**src/source/vga_pkg.sv**
```systemverilog
package vga_pkg;

   localparam int R_WIDTH = 5;
   localparam int G_WIDTH = 5;
   localparam int B_WIDTH = 5;

   // One pixel, red in the top bits
   typedef struct packed {
      logic [R_WIDTH-1:0] r;
      logic [G_WIDTH-1:0] g;
      logic [B_WIDTH-1:0] b;
   } rgb_t;

   typedef enum logic [1:0] {
      MODE_SOLID   = 2'd0,
      MODE_BARS    = 2'd1,
      MODE_CHECKER = 2'd2
   } pattern_mode_t;

   // Classic colour bars, left to right
   localparam rgb_t BAR_COLORS [0:7] = '{
      '{5'd31, 5'd31, 5'd31},
      '{5'd31, 5'd31, 5'd0},
      '{5'd0,  5'd31, 5'd31},
      '{5'd0,  5'd31, 5'd0},
      '{5'd31, 5'd0,  5'd31},
      '{5'd31, 5'd0,  5'd0},
      '{5'd0,  5'd0,  5'd31},
      '{5'd0,  5'd0,  5'd0}
   };

   // Checker squares are 2**CHECK_SHIFT pixels wide
   localparam int CHECK_SHIFT = 3;

endpackage
```
**src/source/vga_pixel_if.sv**
```systemverilog
`timescale 1ns/1ps

interface vga_pixel_if #(
   parameter int H_WIDTH = 11,
   parameter int V_WIDTH = 10
);

   // Request, one i_clk wide, with the coordinate of the next pixel
   logic                req;
   logic [H_WIDTH-1:0]  h;
   logic [V_WIDTH-1:0]  v;

   // Answer, exactly one i_clk after req
   vga_pkg::rgb_t       pix;
   logic                valid;

   modport timing (
      output req, h, v,
      input  pix, valid
   );

   modport source (
      input  req, h, v,
      output pix, valid
   );

endinterface

```
**src/source/vga_display_top.sv**
```systemverilog
`timescale 1ns/1ps

module vga_display_top #(
   parameter int HOR    = 800,
   parameter int HOR_FP = 32,
   parameter int HOR_SP = 128,
   parameter int HOR_BP = 128,
   parameter int VER    = 600,
   parameter int VER_FP = 1,
   parameter int VER_SP = 4,
   parameter int VER_BP = 14
) (
   input  logic         i_clk,
   input  logic         i_nrst,
   input  logic [1:0]   i_mode,
   input  logic [14:0]  i_color,
   output logic         o_hs,
   output logic         o_vs,
   output logic [14:0]  o_rgb,
   output logic         o_frame_start
);

   localparam int H_WIDTH = $clog2(HOR + HOR_FP + HOR_SP + HOR_BP);
   localparam int V_WIDTH = $clog2(VER + VER_FP + VER_SP + VER_BP);

   vga_pkg::rgb_t rgb_out;

   vga_pixel_if #(.H_WIDTH(H_WIDTH), .V_WIDTH(V_WIDTH)) u_pix_if ();

   vga_timing #(
      .HOR    (HOR),
      .HOR_FP (HOR_FP),
      .HOR_SP (HOR_SP),
      .HOR_BP (HOR_BP),
      .VER    (VER),
      .VER_FP (VER_FP),
      .VER_SP (VER_SP),
      .VER_BP (VER_BP)
   ) u_vga_timing (
      .i_clk         (i_clk),
      .i_nrst        (i_nrst),
      .pix_if        (u_pix_if.timing),
      .o_hs          (o_hs),
      .o_vs          (o_vs),
      .o_rgb         (rgb_out),
      .o_frame_start (o_frame_start)
   );

   pattern_gen #(.HOR(HOR)) u_pattern_gen (
      .i_clk   (i_clk),
      .i_nrst  (i_nrst),
      .src_if  (u_pix_if.source),
      .i_mode  (vga_pkg::pattern_mode_t'(i_mode)),
      .i_color (vga_pkg::rgb_t'(i_color))
   );

   assign o_rgb = rgb_out;

endmodule

```
**src/source/pattern_gen.sv**
```systemverilog
`timescale 1ns/1ps

module pattern_gen #(
   parameter int HOR = 800
) (
   input  logic                     i_clk,
   input  logic                     i_nrst,
   vga_pixel_if.source              src_if,
   input  vga_pkg::pattern_mode_t   i_mode,
   input  vga_pkg::rgb_t            i_color
);

   // Eight bars across the active width
   localparam int BAR_W = HOR / 8;

   vga_pkg::pattern_mode_t mode_q;
   vga_pkg::rgb_t          color_q;
   logic [2:0]             bar_idx;
   logic                   checker_odd;
   vga_pkg::rgb_t          pix_d;
   vga_pkg::rgb_t          pix_q;
   logic                   valid_q;

   // Mode and colour sampled per request, used from the next one on
   always_ff @(posedge i_clk or negedge i_nrst) begin
      if (!i_nrst) begin
         mode_q <= vga_pkg::MODE_SOLID;
      end else if (src_if.req) begin
         mode_q <= i_mode;
      end
   end

   always_ff @(posedge i_clk) begin
      if (src_if.req) begin
         color_q <= i_color;
      end
   end

   // Requests stay inside the active area, so the index fits
   assign bar_idx = 3'(src_if.h / BAR_W);

   assign checker_odd = src_if.h[vga_pkg::CHECK_SHIFT] ^ src_if.v[vga_pkg::CHECK_SHIFT];

   always_comb begin
      case (mode_q)
         vga_pkg::MODE_SOLID: begin
            pix_d = color_q;
         end
         vga_pkg::MODE_BARS: begin
            pix_d = vga_pkg::BAR_COLORS[bar_idx];
         end
         vga_pkg::MODE_CHECKER: begin
            pix_d = checker_odd ? vga_pkg::rgb_t'(~color_q) : color_q;
         end
         default: begin
            // Unknown code shows black
            pix_d = '0;
         end
      endcase
   end

   // Answer one cycle after the request
   always_ff @(posedge i_clk) begin
      if (src_if.req) begin
         pix_q <= pix_d;
      end
   end

   always_ff @(posedge i_clk or negedge i_nrst) begin
      if (!i_nrst) begin
         valid_q <= 1'b0;
      end else begin
         valid_q <= src_if.req;
      end
   end

   assign src_if.pix   = pix_q;
   assign src_if.valid = valid_q;

endmodule

```
**src/source/vga_timing.sv**
```systemverilog
`timescale 1ns/1ps

module vga_timing #(
   parameter int HOR    = 800,
   parameter int HOR_FP = 32,
   parameter int HOR_SP = 128,
   parameter int HOR_BP = 128,
   parameter int VER    = 600,
   parameter int VER_FP = 1,
   parameter int VER_SP = 4,
   parameter int VER_BP = 14
) (
   input  logic            i_clk,
   input  logic            i_nrst,
   vga_pixel_if.timing     pix_if,
   output logic            o_hs,
   output logic            o_vs,
   output vga_pkg::rgb_t   o_rgb,
   output logic            o_frame_start
);

   localparam int HOR_C = HOR + HOR_FP + HOR_SP + HOR_BP;
   localparam int VER_C = VER + VER_FP + VER_SP + VER_BP;
   localparam int H_W   = $clog2(HOR_C);
   localparam int V_W   = $clog2(VER_C);

   localparam logic [H_W-1:0] H_LAST   = H_W'(HOR_C - 1);
   localparam logic [H_W-1:0] H_ACT    = H_W'(HOR);
   localparam logic [H_W-1:0] HS_START = H_W'(HOR + HOR_FP - 1);
   localparam logic [H_W-1:0] HS_END   = H_W'(HOR + HOR_FP + HOR_SP - 1);

   localparam logic [V_W-1:0] V_LAST   = V_W'(VER_C - 1);
   localparam logic [V_W-1:0] V_ACT    = V_W'(VER);
   localparam logic [V_W-1:0] VS_START = V_W'(VER + VER_FP - 1);
   localparam logic [V_W-1:0] VS_END   = V_W'(VER + VER_FP + VER_SP - 1);

   logic             tick;
   logic [H_W-1:0]   h;
   logic [H_W-1:0]   h_next;
   logic             h_wrap;
   logic [V_W-1:0]   v;
   logic [V_W-1:0]   v_next;
   logic [V_W-1:0]   v_line;
   logic             v_wrap;
   logic             v_upd;

   logic             hs;
   logic             hs_start;
   logic             hs_end;
   logic             vs;
   logic             vs_start;
   logic             vs_end;

   vga_pkg::rgb_t    rgb;
   logic             disp_act;
   logic             frame_start;

   // Pixel clock enable, every second i_clk
   always_ff @(posedge i_clk or negedge i_nrst) begin
      if (!i_nrst) begin
         tick <= 1'b0;
      end else begin
         tick <= ~tick;
      end
   end

   // Horizontal counter
   assign h_wrap = (h == H_LAST);
   assign h_next = h_wrap ? '0 : h + 1'b1;

   always_ff @(posedge i_clk or negedge i_nrst) begin
      if (!i_nrst) begin
         h <= '0;
      end else if (tick) begin
         h <= h_next;
      end
   end

   // Vertical counter, steps when the line wraps
   assign v_wrap = (v == V_LAST);
   assign v_next = v_wrap ? '0 : v + 1'b1;
   assign v_upd  = tick & h_wrap;

   always_ff @(posedge i_clk or negedge i_nrst) begin
      if (!i_nrst) begin
         v <= '0;
      end else if (v_upd) begin
         v <= v_next;
      end
   end

   // Next pixel request, clamped into the active area
   assign v_line     = h_wrap ? v_next : v;
   assign pix_if.req = tick;
   assign pix_if.h   = (h_next >= H_ACT) ? '0 : h_next;
   assign pix_if.v   = (v_line >= V_ACT) ? '0 : v_line;

   // Horizontal sync
   assign hs_start = (h == HS_START);
   assign hs_end   = (h == HS_END);

   always_ff @(posedge i_clk or negedge i_nrst) begin
      if (!i_nrst) begin
         hs <= 1'b0;
      end else if (tick & (hs_start | hs_end)) begin
         hs <= hs_start;
      end
   end

   assign o_hs = ~hs;

   // Vertical sync, counted in lines
   assign vs_start = (v == VS_START);
   assign vs_end   = (v == VS_END);

   always_ff @(posedge i_clk or negedge i_nrst) begin
      if (!i_nrst) begin
         vs <= 1'b0;
      end else if (v_upd & (vs_start | vs_end)) begin
         vs <= vs_start;
      end
   end

   assign o_vs = ~vs;

   // Pixel register, holds last answer if valid is missing
   always_ff @(posedge i_clk or negedge i_nrst) begin
      if (!i_nrst) begin
         rgb <= '0;
      end else if (pix_if.valid) begin
         rgb <= pix_if.pix;
      end
   end

   // Active flag of the pixel loaded in the same slot
   always_ff @(posedge i_clk or negedge i_nrst) begin
      if (!i_nrst) begin
         disp_act <= 1'b0;
      end else if (!tick) begin
         disp_act <= (h < H_ACT) & (v < V_ACT);
      end
   end

   assign o_rgb = disp_act ? rgb : '0;

   // Both counters back at zero
   always_ff @(posedge i_clk or negedge i_nrst) begin
      if (!i_nrst) begin
         frame_start <= 1'b0;
      end else begin
         frame_start <= v_upd & v_wrap;
      end
   end

   assign o_frame_start = frame_start;

endmodule

```
**config.mk**
```make
export PLATFORM = sky130hd
export DESIGN_NAME = vga_display_top
export DESIGN_NICKNAME = d
export VERILOG_FILES = /design/src/source/vga_pkg.sv /design/src/source/vga_pixel_if.sv /design/src/source/vga_display_top.sv /design/src/source/pattern_gen.sv /design/src/source/vga_timing.sv
export SDC_FILE = /design/constraint.sdc
export NUM_CORES = 1
export LEC_CHECK = 0
export BUFFER_PORTS_ARGS = -buffer_cell sky130_fd_sc_hd__buf_2
export CORE_MARGIN = 8
export CORE_UTILIZATION = 30
export CTS_CLUSTER_DIAMETER = 40
export DETAILED_ROUTE_END_ITERATION = 8
export SKIP_LAST_GASP = 1
export SLEW_MARGIN = 40
export SYNTH_ARGS = -nofsm -noshare
export SYNTH_HDL_FRONTEND = slang
export SYNTH_SLANG_ARGS = --single-unit
```
**constraint.sdc**
```tcl
create_clock -name i_clk -period 8.2 [get_ports i_clk]
set_input_delay 1.64 -clock i_clk [delete_from_list [all_inputs] [get_ports i_clk]]
set_output_delay 1.64 -clock i_clk [all_outputs]
set_load 0.1 [all_outputs]
```
==> flow_summary.toml, run 1 <==
[clock_network]
cts_buffers = 9
clockBufferDepth = 2
postCtsSetupBuffers = 0
worstSkewPairLatency_ps = 340
ctsHoldBuffers = 0
h-tree-depth = 3
cts_tree = "done"
clk_pin_slew_ps = 60
cts_resized = 0
cts_sinks = 74
cts_root_buf = "clkbuf_16"

[logic_synthesis]
yosys.area.top_type_share_pct = 26.67
synth_edf_count = 30
ys_top_cells_by_count = "dfrtp_1 (44), nand2_1 (32), edfxtp_1 (30)"
synth_area_mm2 = 0.004129
synthXorXnorAreaFrac_pct = 8.576
synth-simple-area-share_pct = 16.55
synthArstFlopShare_pct = 59.46
muxShareOfSynthArea_pct = 5.091
synth_top_family_by_area = "simple AND/OR/NAND/NOR gates"
synth_fp_nets = 412
ys_ff_latch = 74
synth-compound-area-share_pct = 15.36
yosysMostFrequentCell = "dfrtp_1"
synthCells = 389
seq_area_frac_synth_pct = 48.48
synthAdderAreaFrac_pct = 1.212
yosysTopAreaCell = "dfrtp_1"
ys_warn_count = 0
synthTopCellsByArea = "dfrtp_1 (27%), edfxtp_1 (22%), mux2_2 (4.4%), xor2_1 (4.2%), nand2_1 (2.9%)"
ys.flop_type = "dfrtp_1"
post_synth.cell_area_avg_um2 = 10.61
synth_cell_types = 68

[drt]
wl_per_cell_um = 14.96
drcViolationCount = 0
wl_um = 8915
drtAntennaViolNets = 0
first_iter_violations = 180
first_pass_iters = 5
detail_route.vias_per_cell = 5.081
vias = 3028

[timing]
hold_viol_final = 0
tightest_slew_ps = 717.0
timing.fmax_ghz = 0.2914
rsz0062_at_grt = "no"
period_needed_ps = 3432
slew_headroom_pct = 52.20
setup_tns_ps = 0
setup_viol = 0
fin_crit_sh_pct = 41.85
finalMaxSlewViolations = 0
skew_ps = 7.467

[floorplan]
fp.dieW_um = 133.3
core_area_mm2 = 0.01367
die_h_um = 133.3
num_rows = 43
num_io_pins = 37
dieArea_mm2 = 0.01777
start_util_pct = 30.21

[placement]
gp_congestion = 0.8999
placed_area_mm2 = 0.004407
hpwl_um = 6353
io_buffers = 36

[worst_setup_path]
critPathKind = "flip-flop to flip-flop"
cp-end-kind = "flip-flop"
cp.arrival_ps = 3510
path_max_fanout = 12
critPathRequiredTime_ps = 8280
start_kind = "flip-flop"

[global_routing]
grt_pass1_wl_um = 14810
overflow = 0
grt_pass1_vias = 2961
antenna_found_initial = 0
grt_max_degree = 52
grt_usage_pct = 10.30

[worst_hold_path]
hold_path_class = "flip-flop to flip-flop"

[final_layout]
drive_above_1_share_pct = 21.88
antenna_cells = 0
fin_area_mm2 = 0.004710
area_growth_pct = 14.06
nets = 434

[status]
status = "completed"

[power_and_ir_drop]
power_density_mw_per_mm2 = 184.7
vdd_drop_max_mv = 0.08377
power.static_leakage_nw = 1.936

[flow_run]
max-cap-violations = 0
## registers in the layout, summed over array words and instances (netlist names)
register                    count
u_vga_timing.o_frame_start      1
u_vga_timing.vs                 1
u_pattern_gen.src_if.valid      1
u_vga_timing.v                 10
u_vga_timing.rgb               15
u_pattern_gen.color_q          15
u_vga_timing.hs                 1
u_vga_timing.pix_if.req         1
u_pattern_gen.src_if.pix       15
u_pattern_gen.mode_q            2
u_vga_timing.h                 11
u_vga_timing.disp_act           1
## stage by stage
step           utilization (%)  worst slack [ps]  hold WS [ps]  instances  power (W)
6_report                 34.46              4768         476.2        596  0.0008697
5_1_grt                  34.46              4457         487.2        596  0.0009033
4_1_cts                  34.46              4841         477.3        596  0.0008844
3_5_place_dp             32.25              4832         467.7        580  0.0004825
3_3_place_gp             32.23              4934         462.3        580  0.0004810
2_1_floorplan                -              5208         448.8        389  0.0004630
## power by group
part | internal, W | total (W) | switching (W) | leakage, nW
clock network | 0.000229 | 0.000396 | 0.000168 | 0.143
logic | 0.0000175 | 0.0000774 | 0.0000599 | 0.918
registers | 0.000392 | 0.000396 | 0.00000367 | 0.875
total | 0.000639 | 0.000870 | 0.000231 | 1.94
## cell type report
| type | instances | area (um2) |
|---|---|---|
| multi-input combinational | 274 | 1932 |
| timing repair buffer | 37 | 187.7 |
| inverter | 15 | 56.30 |
| fill | 1391 | 8956 |
| sequential | 74 | 2006 |
| clock buffer | 10 | 250.2 |
| clock inverter | 6 | 52.55 |
| tap | 180 | 225.2 |
## metal layers
layer	GRT usage (%)	vias up	part of all wire, %
met1	12.70	1445	45
li1	-	1465	-
met4	5.552	0	2.6
met5	0	-	0
met2	16.22	99	48
met3	2.560	19	4.9
## layout by cell type, fill, tap and decap left out, types with 14 or more instances in the layout
cell type	synthesis	routed
edfxtp_1	30	30
a21oi_1	14	14
xor2_1	20	20
buf_2	6	36
mux2_2	16	16
nand2_1	32	32
and2_1	17	17
o21ai_0	20	20
dfrtp_1	44	43
nor2_1	19	19
## final timing paths
kind	slack, ps	from	end	cells past startpoint
worst min-delay path	480	u_pattern_gen.src_if.pix[5]$_DFFE_PP_	u_vga_timing.rgb[5]$_DFFE_PN0P_	1
min in group asynchronous	1390	i_nrst	u_vga_timing.h[8]$_DFFE_PN0P_	2
worst max-delay path	4770	u_vga_timing.h[1]$_DFFE_PN0P_	u_pattern_gen.src_if.pix[4]$_DFFE_PP_	10
max in group asynchronous	6350	i_nrst	u_vga_timing.pix_if.req$_DFF_PN0_	2
worst max register to register	4770	u_vga_timing.h[1]$_DFFE_PN0P_	u_pattern_gen.src_if.pix[4]$_DFFE_PP_	10
worst min register to register	480	u_pattern_gen.src_if.pix[5]$_DFFE_PP_	u_vga_timing.rgb[5]$_DFFE_PN0P_	1
## critical path, stage by stage, from the launching register on
cell and delay (ps):
dfrtp_1 490, ha_1 470, and4_1 360, a21oi_1 90
a21oi_1 580, nor4_1 150, o21ai_0 200, a32oi_1 100
a311o_1 370, o2111ai_2 260, o21ai_1 110
## cell families (layout without fill, tap and decap cells)
group | Yosys count | count (layout)
multiplexers | 19 | 19
XOR/XNOR | 37 | 37
AO/OA/AOI/OAI | 90 | 90
buffers and inverters | 41 | 68
AND/OR/NAND/NOR | 124 | 124
flip-flops | 74 | 74
adder cells (fa/ha/maj) | 4 | 4
Power figures use the tool's default switching activity.
==> inputs of run 2 (changes only) <==
--- a/config.mk
+++ b/config.mk
@@ -5,6 +5,7 @@
 export SDC_FILE = /design/constraint.sdc
 export NUM_CORES = 1
 export LEC_CHECK = 0
+export ABC_AREA = 1
 export BUFFER_PORTS_ARGS = -buffer_cell sky130_fd_sc_hd__buf_2
 export CORE_MARGIN = 8
 export CORE_UTILIZATION = 30
==> constraint.sdc (replaced) <==
create_clock -name i_clk -period 3.5 [get_ports i_clk]
set_input_delay 0.7 -clock i_clk [delete_from_list [all_inputs] [get_ports i_clk]]
set_output_delay 0.7 -clock i_clk [all_outputs]
set_load 0.1 [all_outputs]
==> flow_summary.toml, run 2 <==
[floorplan]
die_h_um = 132.4
dieArea_mm2 = 0.01753
start_util_pct = 30.70
core_area_mm2 = 0.01324
fp.dieW_um = 132.4
num_io_pins = 37
num_rows = 42

[power_and_ir_drop]
power.static_leakage_nw = 2.267
p_switching_w = 0.0005215
comb_power_share_pct = 9.0
swShare_pct = 25.62
p_seq_share_pct = 45.5
pwr-share-clk_pct = 45.6
power_density_mw_per_mm2 = 431.3
p_int_w = 0.001514
vdd_drop_max_mv = 0.2356

[worst_setup_path]
worstPathCellList = "ha_1 > nand2_1 > nor2_2 > nand2_1 > nor2_2 > nor2_1 > nand2_4 > nand2_4 > or2_4 > nand3_1 > nand2_2 > nor2_4 > inv_2 > nor2_1 > o22ai_1"
critPathTopFamily = "simple AND/OR/NAND/NOR gates"
critPathSlowestCell = "nor2_4"
cp_num_buf_inv = 1
critPathKind = "flip-flop to flip-flop"
cp_slowest_stage_delay_ps = 420
cp-end-kind = "flip-flop"
path_max_fanout = 25
cp.arrival_ps = 2980
start_kind = "flip-flop"
critPathRequiredTime_ps = 3580

[timing]
hold_viol_final = 0
tightest_slew_ps = 653.7
worst_slack_ps = 603.1
period_needed_ps = 2897
setup_viol = 0
rsz0062_at_grt = "no"
setup_tns_ps = 0
finalMaxSlewViolations = 0
skew_ps = 6.952
slew_headroom_pct = 56.26
hold_slack_ps = 362.6
timing.fmax_ghz = 0.3452
fin_crit_sh_pct = 82.77

[drt]
detail_route.vias_per_cell = 4.533
drtAntennaViolNets = 0
drcViolationCount = 0
vias = 3128
wl_um = 8443
first_pass_iters = 7
wl_per_cell_um = 12.24
first_iter_violations = 132

[global_routing]
grt_max_degree = 45
grt_pass1_vias = 3231
overflow = 0
antenna_found_initial = 0
grt_pass1_wl_um = 14610
grt_usage_pct = 10.19

[final_layout]
area_growth_pct = 16.10
final_common_cell = "nand2_1"
nets = 532
fin_util_pct = 35.64
register_area_mm2 = 0.002002
multiInputGateArea_mm2 = 0.001735
final_cells = 690
nFillCells = 1381
layout_common_cells = "nand2_1 (116), inv_1 (62), dfrtp_1 (44), nand3_1 (36), buf_2 (35)"
drive_above_1_share_pct = 22.96
antenna_cells = 0

[logic_synthesis]
synthCells = 473
synth_edf_count = 30
synthArstFlopShare_pct = 59.46
ys_ff_latch = 74
ys.flop_type = "dfrtp_1"
ys_warn_count = 0
yosys.area.top_type_share_pct = 27.09
synth_fp_nets = 496
seq_area_frac_synth_pct = 49.25
yosysTopAreaCell = "dfrtp_1"
synth_area_mm2 = 0.004065
synth_cell_types = 42
ys_top_cells_by_count = "nand2_1 (116), inv_1 (62), dfrtp_1 (44)"
synthTopCellsByArea = "dfrtp_1 (27%), edfxtp_1 (22%), nand2_1 (11%), inv_1 (5.7%), nand3_1 (4.4%)"
post_synth.cell_area_avg_um2 = 8.594
yosysMostFrequentCell = "nand2_1"

[placement]
gp_congestion = 0.8982
hpwl_um = 6177
dp.cells = 674
dp_slack_ps = 600.3
io_buffers = 36

[clock_network]
cts_tree = "done"
cts_buffers = 9
cts_sinks = 74
ctsHoldBuffers = 0
cts_resized = 0
clockBufferDepth = 2
cts_root_buf = "clkbuf_16"
clk_pin_slew_ps = 60
worstSkewPairLatency_ps = 340
h-tree-depth = 3
postCtsSetupBuffers = 0

[worst_hold_path]
hold_path_class = "primary input to asynchronous set/reset pin"

[status]
status = "completed"

[flow_run]
max-cap-violations = 0
-- run 2: logic make-up (layout without fill, tap and decap cells) --
family | after synthesis | after routing | share of synthesized area, %
and+or+nand+nor | 234 | 234 | 28.10
buffers and inverters | 84 | 125 | 8.064
DFF | 74 | 74 | 49.25
AOI/OAI and AO/OA | 57 | 57 | 7.941
muxes | 15 | 15 | 4.155
xor gates and xnor gates | 5 | 5 | 1.262
adders and majority gates | 4 | 4 | 1.231
-- run 2: final timing paths --
kind                                                    endpoint  cells after the start                                  start  slack (ps)
max                        u_pattern_gen.src_if.pix[6]$_DFFE_PP_                     15          u_vga_timing.h[0]$_DFFE_PN0P_         600
min                              u_vga_timing.rgb[7]$_DFFE_PN0P_                      1                                 i_nrst         360
max reg2reg                u_pattern_gen.src_if.pix[6]$_DFFE_PP_                     15          u_vga_timing.h[0]$_DFFE_PN0P_         600
min reg2reg                      u_vga_timing.rgb[2]$_DFFE_PN0P_                      1  u_pattern_gen.src_if.pix[2]$_DFFE_PP_         470
max in group asynchronous      u_vga_timing.pix_if.req$_DFF_PN0_                      1                                 i_nrst        2740
min in group i_clk               u_vga_timing.rgb[2]$_DFFE_PN0P_                      1  u_pattern_gen.src_if.pix[2]$_DFFE_PP_         470
-- run 2: layout make-up --
class | instances | area share, %
flip-flops and latches | 74 | 42.42
multi-input cells | 315 | 36.77
inverters | 72 | 5.726
clock buffers | 9 | 4.772
well taps | 176 | 4.666
repair buffers | 37 | 4.030
clock inverters | 7 | 1.617
-- run 2: per-stage QoR --
| stage | instance area [um2] | total power [W] |
|---|---|---|
| finish | 4720 | 0.002036 |
| global route | 4720 | 0.002112 |
| CTS | 4720 | 0.002064 |
| detailed placement | 4418 | 0.001129 |
| global placement | 4415 | 0.001124 |
| floorplan | 4065 | 0.001084 |
-- run 2: metal layers --
layer  global-route usage, %  vias to the layer above  wire [um]
met2                   17.01                       63       4060
li1                        -                     1602          -
met1                   11.55                     1444       3842
met3                   2.058                       19        242
met4                   6.877                        0        297
met5                       0                        -          0
-- run 2: worst register-to-register path: stages, from the launching register on --
cell     delay, ps
dfrtp_1        380
ha_1           210
nand2_1        110
nor2_2         130
nand2_1         80
nor2_2         180
nor2_1         100
nand2_4        170
nand2_4         80
or2_4          260
nand3_1        100
nand2_2         70
nor2_4         420
inv_2          120
nor2_1         130
o22ai_1        100
-- run 2: power by group through the flow --
stage          registers (W)  clock network, W  logic [W]
2_1_floorplan       0.000941                 0   0.000143
3_3_place_gp        0.000942                 0   0.000182
3_5_place_dp        0.000943                 0   0.000185
4_1_cts             0.000926          0.000952   0.000186
5_1_grt             0.000927          0.000988   0.000197
6_report            0.000926          0.000927   0.000182
==> inputs of run 3 (changes only) <==
==> constraint.sdc (replaced) <==
create_clock -name i_clk -period 2.5 [get_ports i_clk]
set_input_delay 0.5 -clock i_clk [delete_from_list [all_inputs] [get_ports i_clk]]
set_output_delay 0.5 -clock i_clk [all_outputs]
set_load 0.1 [all_outputs]
==> flow_summary.toml, run 3 (same netlist as run 2, synthesis figures left out) <==
[drt]
detail_route.vias_per_cell = 4.601
first_iter_violations = 143
wl_per_cell_um = 12.86
wl_um = 9449
drtAntennaViolNets = 0
first_pass_iters = 4
vias = 3382
drcViolationCount = 0

[final_layout]
area_growth_pct = 32.19
antenna_cells = 0
final_common_cell = "nand2_1"
nets = 577
layout_common_cells = "nand2_1 (107), inv_1 (61), dfrtp_1 (42), buf_4 (38), buf_2 (36)"
fin_area_mm2 = 0.005374
drive_above_1_share_pct = 35.60
nFillCells = 1314
final_cells = 735
fin_util_pct = 40.58

[clock_network]
h-tree-depth = 3
cts_buffers = 9
clk_pin_slew_ps = 60
cts_root_buf = "clkbuf_16"
clockBufferDepth = 2
cts_tree = "done"
cts_sinks = 74
worstSkewPairLatency_ps = 330

[timing]
skew_ps = 10.25
hold_viol_final = 0
timing.fmax_ghz = 0.3894
rsz0062_at_grt = "yes"
tightest_slew_ps = 638.9
slew_headroom_pct = 57.41
hold_slack_ps = 238.0
worst_slack_ps = -68.13
setup_viol = 10
period_needed_ps = 2568
finalMaxSlewViolations = 0
fin_crit_sh_pct = 102.7

[flow_run]
max-cap-violations = 0

[power_and_ir_drop]
p_seq_share_pct = 43.6
vdd_drop_max_mv = 0.3521
comb_power_share_pct = 9.3
p_switching_w = 0.0007337
finalPower_w = 0.002973
swShare_pct = 24.68
pwr-share-clk_pct = 47.1
p_int_w = 0.002239
power.static_leakage_nw = 2.561
power_density_mw_per_mm2 = 553.1

[worst_setup_path]
start_kind = "flip-flop"
cp_num_buf_inv = 1
critPathKind = "flip-flop to flip-flop"
critPathTopFamily = "simple AND/OR/NAND/NOR gates"
cp.arrival_ps = 2650
worstPathCellList = "ha_4 > nand2_4 > nor2_4 > nand3_4 > nor2_4 > nor2_4 > nand2_4 > nand3_1 > inv_1 > nand2_1 > nand2_1 > nand2_2 > nand2_2 > nor2_2 > nand2_2 > nand2_2 > nor2_2 > nor2_2 > nand3_2 > nand2_1"
r2r-start = "u_vga_timing.h[1]$_DFFE_PN0P_"
r2r_cells = 20
cp-end-kind = "flip-flop"
reg2reg_to = "u_pattern_gen.src_if.pix[0]$_DFFE_PP_"
path_max_fanout = 5
critPathRequiredTime_ps = 2590
rrSetupSlack_ps = -70
startpoint = "u_vga_timing.h[1]$_DFFE_PN0P_"
cp_slowest_stage_delay_ps = 400
critPathSlowestCell = "dfrtp_1"
cpMostUsedCell = "nand2_2"

[global_routing]
antenna_found_initial = 0
grt_pass1_vias = 3450
grt_pass1_wl_um = 15840
grt_max_degree = 45
grt_usage_pct = 10.87
overflow = 0

[floorplan]
num_rows = 42
core_area_mm2 = 0.01324
die_h_um = 132.4
start_util_pct = 30.70
dieArea_mm2 = 0.01753
fp.dieW_um = 132.4
num_io_pins = 37

[placement]
io_buffers = 36
placed_area_mm2 = 0.004658
gp_congestion = 0.8474
hpwl_um = 6475
dp.cells = 703

[status]
violations = "setup timing"
status = "finished, violations left"

[worst_hold_path]
hold_path_class = "primary input to asynchronous set/reset pin"
run 3: changes by cell type in the layout (fill, tap and decap cells not counted), moves of 3 or more:
| cell | before | now |
|---|---|---|
| o21ai_2 | 1 | 5 |
| nand3_4 | 2 | 7 |
| nand2_2 | 8 | 15 |
| nand3_1 | 36 | 30 |
| buf_4 | 2 | 38 |
| nor2_1 | 30 | 20 |
| o21ai_0 | 28 | 25 |
| nand2_1 | 116 | 107 |
| nor2_4 | 2 | 13 |
| nand2_4 | 6 | 9 |
| buf_6 | 0 | 4 |
run 3: cell type report:
class                      instances  area (um2)  area share, %
timing repair buffer              81       575.6          10.71
inverter                          72       270.3          5.029
clock inverter                     7       101.3          1.886
tap                              176       220.2          4.098
clock buffer                       9       225.2          4.191
sequential                        74        2004          37.30
multi-input combinational        316        1977          36.79
run 3: through the flow:
stage	worst slack, ps	setup TNS [ps]
2_1_floorplan	107.5	0
3_3_place_gp	-42.20	-207.5
3_5_place_dp	-76.21	-541.8
4_1_cts	-44.16	-266.0
5_1_grt	-265.2	-3244
6_report	-68.13	-378.3
run 3: per-layer routing:
| layer | up-vias | track usage [%] | part of all wire, % |
|---|---|---|---|
| li1 | 1690 | - | - |
| met1 | 1611 | 12.81 | 43 |
| met2 | 66 | 18.65 | 52 |
| met3 | 15 | 1.791 | 2.9 |
| met4 | 0 | 5.552 | 1.7 |
| met5 | - | 0 | 0 |
run 3: repair_timing:
action | 4_1_cts | 5_1_grt
pin swaps | 10 | 17
setup endpoints to repair | 13 | 15
buffers inserted | 8 | 5
hold buffers | 0 | 0
resized for setup | 15 | 48
cloned | 1 | 2
run 3: how the worst max path moves through the flow:
stage / endpoint / slack (ps) / depth (start not counted)
finish: u_pattern_gen.src_if.pix[0]$_DFFE_PP_ / -70 / 20
global route: u_pattern_gen.src_if.pix[4]$_DFFE_PP_ / -270 / 20
CTS: u_pattern_gen.src_if.pix[0]$_DFFE_PP_ / -40 / 17
detailed placement: u_pattern_gen.src_if.pix[0]$_DFFE_PP_ / -80 / 17
global placement: u_pattern_gen.src_if.pix[3]$_DFFE_PP_ / -40 / 16
floorplan: u_pattern_gen.src_if.pix[10]$_DFFE_PP_ / 110 / 17
run 3: power by group through the flow:
stage / clock network [W] / logic, W / registers (W)
6_report: 0.00140 / 0.000275 / 0.00130
5_1_grt: 0.00148 / 0.000295 / 0.00130
4_1_cts: 0.00144 / 0.000268 / 0.00130
3_5_place_dp: 0 / 0.000267 / 0.00132
3_3_place_gp: 0 / 0.000263 / 0.00132
2_1_floorplan: 0 / 0.000200 / 0.00132
